## config.mk

```make
export PLATFORM = sky130hd
export DESIGN_NAME = mode_switch_request
export DESIGN_NICKNAME = d
export VERILOG_FILES = /design/src/source/spr_exchange_pkg.sv /design/src/source/mode_switch_request.sv
export SDC_FILE = /design/constraint.sdc
export NUM_CORES = 1
export LEC_CHECK = 0
export BUFFER_PORTS_ARGS = -buffer_cell sky130_fd_sc_hd__buf_2
export CORE_MARGIN = 3
export CORE_UTILIZATION = 37
export CTS_BUF_LIST = sky130_fd_sc_hd__clkbuf_8 sky130_fd_sc_hd__clkbuf_16
export DETAILED_ROUTE_END_ITERATION = 8
export MAX_ROUTING_LAYER = met4
export PLACE_DENSITY = 0.75
export RECOVER_POWER = 50
export SLEW_MARGIN = 20
export SYNTH_ARGS = -nofsm -noshare
export SYNTH_HDL_FRONTEND = slang
export SYNTH_SLANG_ARGS = --single-unit
export TNS_END_PERCENT = 20
```

## constraint.sdc

```tcl
create_clock -name iCLOCK -period 5.6 [get_ports iCLOCK]
set_clock_uncertainty 0.2 [all_clocks]
set_input_delay 1.12 -clock iCLOCK [delete_from_list [all_inputs] [get_ports iCLOCK]]
set_output_delay 1.12 -clock iCLOCK [all_outputs]
set_load 0.01 [all_outputs]
```

## src/source/spr_exchange_pkg.sv

```systemverilog
package spr_exchange_pkg;

	// Data and address width
	localparam int WORD_W = 32;

	// Task id bits that select a table entry
	localparam int TID_W = 14;

	// Each entry is 256 bytes
	localparam int TST_ENTRY_SHIFT = 8;

	// Stack pointer slots inside an entry, byte offsets
	localparam logic [WORD_W-1:0] TST_USPR_OFFSET = 32'h0000_0010;
	localparam logic [WORD_W-1:0] TST_KSPR_OFFSET = 32'h0000_0014;

	// Entry layout, in words
	//   0x10  user mode stack pointer
	//   0x14  kernel mode stack pointer
	// All other words of an entry belong to other
	// parts of the task state and are not touched here

	// The entry index is built from the low TID_W bits of TIDR.
	// With a 32 bit address this leaves room for
	// 14 + 8 = 22 bits of entry offset above the table base,
	// so the table must not sit within 4 MB of the top of the address space

endpackage

```

## src/source/mode_switch_request.sv

```systemverilog
`timescale 1ns/100ps
`default_nettype none

module mode_switch_request (
	input  logic                                iCLOCK,
	input  logic                                inRESET,
	input  logic                                iRESET_SYNC,
	input  logic                                switch_req,       // One cycle strobe
	input  logic                                switch_to_kernel, // 1: user to kernel
	input  logic [spr_exchange_pkg::WORD_W-1:0] spr,
	input  logic [spr_exchange_pkg::WORD_W-1:0] tisr,
	input  logic [spr_exchange_pkg::WORD_W-1:0] tidr,
	input  logic                                finish,
	output logic                                switch_busy,
	output logic                                exch_start,
	output logic                                exch_kernel,
	output logic [spr_exchange_pkg::WORD_W-1:0] snap_spr,
	output logic [spr_exchange_pkg::WORD_W-1:0] snap_tisr,
	output logic [spr_exchange_pkg::WORD_W-1:0] snap_tidr
);

	logic accept;

	// Strobes during an exchange are dropped
	assign accept = switch_req && !switch_busy;

	always_ff @(posedge iCLOCK or negedge inRESET) begin
		if (!inRESET) begin
			switch_busy <= 1'b0;
			exch_start  <= 1'b0;
		end else if (iRESET_SYNC) begin
			switch_busy <= 1'b0;
			exch_start  <= 1'b0;
		end else begin
			exch_start <= accept;
			if (accept) begin
				switch_busy <= 1'b1;
			end else if (finish) begin
				switch_busy <= 1'b0; // Drops the cycle after finish
			end
		end
	end

	// Snapshot of direction and system registers, frozen for the whole exchange
	always_ff @(posedge iCLOCK) begin
		if (accept) begin
			exch_kernel <= switch_to_kernel;
			snap_spr    <= spr;
			snap_tisr   <= tisr;
			snap_tidr   <= tidr;
		end
	end

endmodule

`default_nettype wire

```

==> impl_metrics.env <==
export IMPL_status="finished, violations left"
export IMPL_violations="capacitance limit, slew limit"
export IMPL_tightest_slew_ns=2.530
export IMPL_hold_violations=0
export IMPL_critPathMaxStageDelay_ns=1.81
export IMPL_synth_top_area_share=0.9753
export IMPL_seq_area_frac_synth=0.9920
export IMPL_overflow=0
export IMPL_portBuffers=200
export IMPL_yosys_warnings=0
export IMPL_fmax_ghz=0.2837
export IMPL_drv_slew=100
export IMPL_io_pins=201
export IMPL_core_area_um2=7767
export IMPL_dr_total_vias=1811
export IMPL_cts_resized_gates=0
export IMPL_clock_latency_ns=0.34
export IMPL_crit_path_cell_trace="clkbuf_1 -> nor2b_1 -> clkbuf_1"
export IMPL_cts_sinks=99
export IMPL_start_kind="input pin"
export IMPL_drtIter0Drc=55
export IMPL_ir_worst_vdd_mv=0.1789
export IMPL_yosysTopAreaCell="edfxtp_1"
export IMPL_path_common_cell="clkbuf_1"
export IMPL_routabilityCongestion=0.6700
export IMPL_grt_pass1_wl_um=8645
export IMPL_ys_ff_latch=99
export IMPL_path_clk_slew_ns=0.09
export IMPL_fin_crit_ns=3.525
export IMPL_synth_fp_nets=205
export IMPL_layout_common_cells="buf_2, edfxtp_1, clkbuf_8, clkbuf_1"
export IMPL_drt_wl_total_um=6310
export IMPL_place_inst=407
export IMPL_avgRoutedWirePerCell_um=14.88
export IMPL_hp_start="switch_busy$_DFFE_PN0P_"
export IMPL_syn_mean_instance_area_um2=29.00
export IMPL_final_nets=418
export IMPL_fillerInstances=637
export IMPL_dr_pass1_iters=4
export IMPL_cts_tree="done"
export IMPL_r2r_cells=2
export IMPL_htreeDepth=3
export IMPL_yosys_cell_types_count=5
export IMPL_r2r_start="switch_busy$_DFFE_PN0P_"
export IMPL_cap_viol_max_count=2
export IMPL_startpoint="switch_req"
export IMPL_reg2reg_slack_ns=2.56
export IMPL_syn_to_final_growth_pct=43.65
export IMPL_crit_arrival_ns=3.24
export IMPL_worst_path_max_fanout=51
export IMPL_instances_no_fill=424
export IMPL_required_ns=5.31
export IMPL_p_leak_nw=1.834
export IMPL_rsz0062_at_grt="no"
export IMPL_fin_tns_setup_ns=0
export IMPL_antenna_found_initial=1
export IMPL_cts_root_buffer="clkbuf_8"
export IMPL_start_util=0.3845
export IMPL_final_common_cell="buf_2"
export IMPL_clock_path_buffers=2
export IMPL_whs_endpoint="switch_busy$_DFFE_PN0P_"
export IMPL_relSlewSlack=-0.6870
export IMPL_grt_pass1_vias=1748
export IMPL_die_width_um=95.85
export IMPL_track_usage=0.1363
export IMPL_holdCritPathClass="reg2reg"
export IMPL_post_cts_buffers=0
export IMPL_fp_row_count=32
export IMPL_die_h_um=95.85
export IMPL_via_per_inst=4.271
export IMPL_hpwl_um=4966
export IMPL_drive_gt1_frac=0.6542
export IMPL_grt_max_degree=52
export IMPL_finalSetupViolCount=0
export IMPL_slowest_stage="clkbuf_1"
export IMPL_timing_final_crit_share=0.6295
export IMPL_hold_depth=1
export IMPL_cts_hold_buf=0
export IMPL_drc=0
export IMPL_synth_area_um2=2987
export IMPL_reg2reg_to="snap_tidr[23]$_DFFE_PP_"
export IMPL_worstSetupPathType="in2reg"
export IMPL_cts_buffers=9
export IMPL_ant_nets=0
export IMPL_cp_end_kind="register"
export IMPL_synthTopCellsByArea="edfxtp_1, dfrtp_1, nor2b_1, a211oi_1, nor2_1"
export IMPL_pwr_density_cell_nw_per_um2=323.2
export IMPL_die_area_um2=9186
export IMPL_synth_cells=103
worst max-delay path by stage:
stage	endpoint	slack (ns)
2_1_floorplan	exch_kernel$_DFFE_PP_	1.30
3_3_place_gp	snap_spr[10]$_DFFE_PP_	3.16
3_5_place_dp	snap_spr[5]$_DFFE_PP_	3.14
4_1_cts	switch_busy	3.32
5_1_grt	snap_tidr[24]$_DFFE_PP_	1.74
6_report	snap_tidr[23]$_DFFE_PP_	2.07
state kept, by name, indices dropped and copies added (netlist names):
name,cells
snap_spr,32
switch_busy,1
exch_kernel,1
snap_tidr,32
exch_start,1
snap_tisr,32
cell usage after synthesis:
cell / instances
nor2b_1: 2
dfrtp_1: 2
edfxtp_1: 97
nor2_1: 1
a211oi_1: 1
final cells by class:
type	instances	area (um2)	area share
Sequential cell	99	2963	0.6906
Timing Repair Buffer	202	1003	0.2339
Tap cell	102	127.6	0.02975
Clock buffer	9	123.9	0.02887
Clock inverter	7	46.29	0.01079
Multi-Input combinational cell	4	23.77	0.005541
Antenna cell	1	2.502	0.0005833
metrics by stage:
step	setup slack [ns]	hold WS (ns)	power, mW	instance area [um2]	utilization
2_1_floorplan	1.300	0.3430	0.9381	2989	-
3_3_place_gp	3.157	0.3408	1.015	4138	0.5327
3_5_place_dp	3.139	0.3436	1.018	4138	0.5327
4_1_cts	3.318	0.3216	1.407	4308	0.5546
5_1_grt	1.740	0.3261	1.455	4290	0.5524
6_report	2.075	0.3046	1.386	4290	0.5524
worst max-delay path: cells and delay by family:
family / cells / cell delay [ns]
buffers and inverters: 2 / 1.91
and+or+nand+nor: 1 / 0.17
routing by layer:
layer | vias to the layer above | track usage | routed length, um
met1 | 839 | 0.1621 | 2405
met4 | 0 | 0.06398 | 85
met2 | 123 | 0.2108 | 3108
met3 | 7 | 0.04535 | 710
met5 | - | - | 0
li1 | 842 | - | -
cells by family after synthesis:
kind of cell,count (synthesis),synth area share
DFF,99,0.9920
and+or+nand+nor,3,0.005444
AOI/OAI and AO/OA,1,0.002515
report_power, final:
part | internal (mW) | leakage [nW] | switching, mW
clock | 0.161 | 0.0922 | 0.227
combinational | 0.0518 | 0.788 | 0.0666
sequential | 0.870 | 0.954 | 0.0101
total | 1.08 | 1.83 | 0.304
Power figures use the tool's default switching activity.
