## config.mk

```make
export PLATFORM = sky130hd
export DESIGN_NAME = spr_exchange_fsm
export DESIGN_NICKNAME = d
export VERILOG_FILES = /design/src/source/spr_exchange_pkg.sv /design/src/source/spr_exchange_fsm.sv
export SDC_FILE = /design/constraint.sdc
export NUM_CORES = 1
export LEC_CHECK = 0
export BUFFER_PORTS_ARGS = -buffer_cell sky130_fd_sc_hd__buf_2
export CORE_ASPECT_RATIO = 1.5
export CORE_UTILIZATION = 40
export CTS_BUF_LIST = sky130_fd_sc_hd__clkbuf_8
export DETAILED_ROUTE_END_ITERATION = 10
export GPL_ROUTABILITY_DRIVEN = 0
export MAX_ROUTING_LAYER = met4
export PLACE_DENSITY = 0.71
export SYNTH_ARGS = -nofsm -noshare
export SYNTH_HDL_FRONTEND = slang
export SYNTH_SLANG_ARGS = --single-unit
```

## constraint.sdc

```tcl
create_clock -name iCLOCK -period 8.2 [get_ports iCLOCK]
set_input_delay 1.64 -clock iCLOCK [delete_from_list [all_inputs] [get_ports iCLOCK]]
set_output_delay 1.64 -clock iCLOCK [all_outputs]
set_load 0.005 [all_outputs]
```

## src/source/spr_exchange_pkg.sv

```systemverilog
package spr_exchange_pkg;

	// Data and address width
	localparam int WORD_W = 32;

	// Task id bits that select a table entry
	localparam int TID_W = 14;

	// Each entry is 256 bytes
	localparam int TST_ENTRY_SHIFT = 8;

	// Stack pointer slots inside an entry, byte offsets
	localparam logic [WORD_W-1:0] TST_USPR_OFFSET = 32'h0000_0010;
	localparam logic [WORD_W-1:0] TST_KSPR_OFFSET = 32'h0000_0014;

	// Entry layout, in words
	//   0x10  user mode stack pointer
	//   0x14  kernel mode stack pointer
	// All other words of an entry belong to other
	// parts of the task state and are not touched here

	// The entry index is built from the low TID_W bits of TIDR.
	// With a 32 bit address this leaves room for
	// 14 + 8 = 22 bits of entry offset above the table base,
	// so the table must not sit within 4 MB of the top of the address space

endpackage

```

## src/source/spr_exchange_fsm.sv

```systemverilog
`timescale 1ns/100ps
`default_nettype none

module spr_exchange_fsm (
	input  logic                                iCLOCK,
	input  logic                                inRESET,
	input  logic                                iRESET_SYNC,
	input  logic                                exch_start,
	input  logic                                exch_kernel, // Target mode
	input  logic [spr_exchange_pkg::WORD_W-1:0] snap_spr,
	input  logic [spr_exchange_pkg::WORD_W-1:0] snap_tisr,
	input  logic [spr_exchange_pkg::WORD_W-1:0] snap_tidr,
	input  logic                                ldst_busy,
	input  logic                                ldst_ack,
	input  logic [spr_exchange_pkg::WORD_W-1:0] ldst_rdata,
	output logic                                ldst_use,
	output logic                                ldst_req,
	output logic                                ldst_we,
	output logic [spr_exchange_pkg::WORD_W-1:0] ldst_addr,
	output logic [spr_exchange_pkg::WORD_W-1:0] ldst_wdata,
	output logic                                finish,
	output logic [spr_exchange_pkg::WORD_W-1:0] finish_spr
);

	import spr_exchange_pkg::*;

	localparam logic [2:0] ST_IDLE       = 3'd0;
	localparam logic [2:0] ST_LOAD_REQ   = 3'd1;
	localparam logic [2:0] ST_LOAD_WAIT  = 3'd2;
	localparam logic [2:0] ST_STORE_REQ  = 3'd3;
	localparam logic [2:0] ST_STORE_WAIT = 3'd4;

	logic [2:0]        state_q;
	logic [2:0]        state_d;
	logic              issue;
	logic [WORD_W-1:0] entry_base;
	logic [WORD_W-1:0] uspr_addr;
	logic [WORD_W-1:0] kspr_addr;
	logic [WORD_W-1:0] load_addr;
	logic [WORD_W-1:0] store_addr;

	// Entry of the current task in the task state table
	assign entry_base = snap_tisr +
		(WORD_W'(snap_tidr[TID_W-1:0]) << TST_ENTRY_SHIFT);
	assign uspr_addr  = entry_base + TST_USPR_OFFSET;
	assign kspr_addr  = entry_base + TST_KSPR_OFFSET;

	// Load from the target mode slot, store into the mode being left
	assign load_addr  = exch_kernel ? kspr_addr : uspr_addr;
	assign store_addr = exch_kernel ? uspr_addr : kspr_addr;

	// Request goes out only when the port is free
	assign issue = ((state_q == ST_LOAD_REQ) || (state_q == ST_STORE_REQ)) && !ldst_busy;

	always_comb begin
		state_d = state_q;
		case (state_q)
			ST_IDLE: begin
				if (exch_start) begin
					state_d = ST_LOAD_REQ;
				end
			end
			ST_LOAD_REQ: begin
				if (!ldst_busy) begin
					state_d = ST_LOAD_WAIT;
				end
			end
			ST_LOAD_WAIT: begin
				if (ldst_ack) begin
					state_d = ST_STORE_REQ;
				end
			end
			ST_STORE_REQ: begin
				if (!ldst_busy) begin
					state_d = ST_STORE_WAIT;
				end
			end
			ST_STORE_WAIT: begin
				if (ldst_ack) begin
					state_d = ST_IDLE;
				end
			end
			default: begin
				state_d = ST_IDLE;
			end
		endcase
	end

	always_ff @(posedge iCLOCK or negedge inRESET) begin
		if (!inRESET) begin
			state_q <= ST_IDLE;
		end else if (iRESET_SYNC) begin
			state_q <= ST_IDLE;
		end else begin
			state_q <= state_d;
		end
	end

	// Registered load/store controls and finish strobe
	always_ff @(posedge iCLOCK or negedge inRESET) begin
		if (!inRESET) begin
			ldst_use <= 1'b0;
			ldst_req <= 1'b0;
			ldst_we  <= 1'b0;
			finish   <= 1'b0;
		end else if (iRESET_SYNC) begin
			ldst_use <= 1'b0;
			ldst_req <= 1'b0;
			ldst_we  <= 1'b0;
			finish   <= 1'b0;
		end else begin
			ldst_use <= (state_d != ST_IDLE); // Held over the whole exchange
			ldst_req <= issue;
			if (issue) begin
				ldst_we <= (state_q == ST_STORE_REQ);
			end
			finish <= (state_q == ST_STORE_WAIT) && ldst_ack;
		end
	end

	// Address and data of the access being issued
	always_ff @(posedge iCLOCK) begin
		if (issue) begin
			ldst_addr  <= (state_q == ST_STORE_REQ) ? store_addr : load_addr;
			ldst_wdata <= snap_spr; // Outgoing stack pointer
		end
	end

	// Incoming stack pointer, kept until the next load returns
	always_ff @(posedge iCLOCK) begin
		if ((state_q == ST_LOAD_WAIT) && ldst_ack) begin
			finish_spr <= ldst_rdata;
		end
	end

endmodule

`default_nettype wire

```

==> impl_metrics.tcl <==
set metrics [dict create \
    placed_cell_area_um2 6310 \
    final.period_utilization_pct 56.9 \
    nFillCells 1110 \
    finClkSkew_ps 9.79 \
    ant_nets 0 \
    dp_slack_ps 3160 \
    wl_per_cell_um 16.3 \
    crit_arrival_ps 4760 \
    via_count 3906 \
    dp.final_hpwl_um 10200 \
    avgSynthCellArea_um2 13.3 \
    slowest_stage "or4b_4" \
    die_h_um 140 \
    r2r-end "ldst_addr[29]" \
    drc_errors 0 \
    antenna_cells 0 \
    layout.cells.non_filler 763 \
    finalWirelength_um 12500 \
    ys_ff_latch 103 \
    cts_tree "yes" \
    synth_top_cell_area_share_pct 56.9 \
    register_area_um2 3060 \
    worstMarginPinSlew_ps 792 \
    fin_hold_ws_ps 549 \
    cts_resized 0 \
    powerDensity_nw_per_um2 175 \
    relSlewSlack_pct 46.8 \
    hold_class "flop to flop" \
    whs_path_depth 2 \
    final_max_slew_viol_count 0 \
    synth_cells 380 \
    cts_setup_buffers 0 \
    cap_violations 0 \
    critPathMaxFanout 5 \
    setup_ws_ps 3540 \
    netlist-cell-type-count 71 \
    dp.cells 747 \
    drive_gt1_share_pct 42.2 \
    grt_pass1_wl_um 18800 \
    drt_iter0_markers 175 \
    area_growth_pct 28.3 \
    synth_edf_count 96 \
    clock_sinks 103 \
    placement.io_buffers 216 \
    cts_buffers 9 \
    htreeDepth 3 \
    grt_max_degree 63 \
    yosysSeqAreaShare_pct 60.4 \
    cts_buffer_depth 2 \
    hold_end "ldst_we" \
    syn-num-nets 533 \
    synthTopCellsByCount "edfxtp_1, nand2_1, xnor2_1" \
    worst_skew_pair.late_latency_ps 350 \
    synthTopCellsByArea "edfxtp_1, xnor2_1, ha_1, dfrtp_1, nand2_1" \
    status "complete, no violations" \
    die_area_um2 13100 \
    rsz0062_at_grt "false" \
    fin_area_um2 6500 \
    clock-root-buffer "clkbuf_8" \
    reg2reg_from "state_q[2]" \
    io_pins 235 \
    yosysWarningCount 0 \
    p_leak_nw 2.62 \
    clk_pin_slew_ps 90 \
    multiInputGateArea_um2 1920 \
    fin_setup_tns_ps 0 \
    ctsHoldBuffers 0 \
    start_util_pct 40.9 \
    vdd_drop_max_v 0.0000659 \
    cp_slowest_stage_delay_ps 510 \
    setup.worst_path.end_class "flop" \
    nNetsFinal 755 \
    worstSetupPathType "input port to flop" \
    r2r_cells 8 \
    grt_pass1_vias 3692 \
    synthFlopType "edfxtp_1" \
    grtUsageTotal_pct 19.5 \
    syn_area_um2 5070 \
    crit_path_start_kind "input port" \
    clock.fmax_mhz 214 \
    setup_viol 0 \
    fin_util_pct 52.5 \
    power_mw 1.14 \
    rows 50 \
    hp-start "ldst_we" \
    first_pass_iters 6 \
    synth.most_common_cell "edfxtp_1" \
    core_um2 12400 \
    finalHoldViolations 0 \
    yosys.area.top_type "edfxtp_1" \
    r2r_slack_ps 4940 \
    dieWidth_um 93.9 \
    overflow 0 \
    async_flop_share_pct 6.80 \
    grt_antenna_before_repair 0 \
    cp.required_ps 8300 \
    layout_min_cycle_time_ps 4660 \
    viasPerCell 5.12 \
    path_cells "buf_2 > ha_1 > fa_1 > xor2_2 > or4b_4 > a211oi_4 > o2111ai_4 > nor4b_4 > nand4_2 > nor4b_2 > xor2_1" \
]
-- worst max-delay path by stage --
stage                             from       endpoint  slack, ps
after CTS                 snap_tisr[8]  ldst_addr[29]       3540
after global placement    snap_tisr[8]  ldst_addr[29]       3170
final                     snap_tisr[8]  ldst_addr[29]       3540
after floorplan               ldst_ack  finish_spr[0]       2980
after detailed placement  snap_tisr[8]  ldst_addr[29]       3160
after global routing      snap_tisr[8]  ldst_addr[29]       3360
-- state kept, by name (all words and copies together) (netlist names) --
| signal | flops |
|---|---|
| ldst_use | 1 |
| state_q | 3 |
| finish | 1 |
| ldst_req | 1 |
| finish_spr | 32 |
| ldst_addr | 32 |
| ldst_wdata | 32 |
| ldst_we | 1 |
-- cell families after synthesis --
logic type	synth area share, %
buf+inv	2.27
xor+xnor	8.42
mux	0.222
simple gates	12.6
flops	60.4
fa+ha+maj	4.59
compound gates	11.5
-- where the power goes --
part | total, mW | switching [mW] | internal [mW]
Sequential | 0.615 | 0.00765 | 0.607
Combinational | 0.221 | 0.127 | 0.0936
Clock | 0.301 | 0.162 | 0.140
-- critical path: cells and delay by family --
| family | cells | cell delay [ps] |
|---|---|---|
| buffers and inverters | 1 | 100 |
| AO/OA/AOI/OAI | 2 | 540 |
| adder cells (fa/ha/maj) | 2 | 710 |
| AND/OR/NAND/NOR | 4 | 1380 |
| XOR/XNOR | 2 | 390 |
-- final cells by class --
type,instances,area share [%]
inverter,12,0.693
timing repair buffer,218,16.9
multi-input combinational,258,29.5
clock inverter,7,1.02
clock buffer,9,1.91
sequential,103,47.0
tap,156,3.00
-- layout by cell type (no fill, tap or decap), types with 3 or more instances in the layout --
cell type,n
nand4_1,6
nand2b_1,3
inv_1,14
a211oi_1,4
dfrtp_1,7
a31oi_1,3
nand2_1,33
and3_1,4
o31ai_1,5
a21oi_1,18
xnor2_1,31
nor3_1,9
o21ai_0,15
buf_2,216
nand3_1,9
xor2_1,14
o21a_1,3
edfxtp_1,96
nor2_1,20
clkbuf_8,9
ha_1,17
o211ai_1,5
-- routing by layer --
layer / track usage [%] / part of all wire [%] / vias to the layer above
met3: 3.33 / 7.7 / 10
met4: 6.72 / 1.2 / 0
met1: 22.8 / 40 / 1833
met5: - / 0 / -
met2: 33.5 / 51 / 179
li1: - / - / 1884
(Power assumes the default switching activity.)
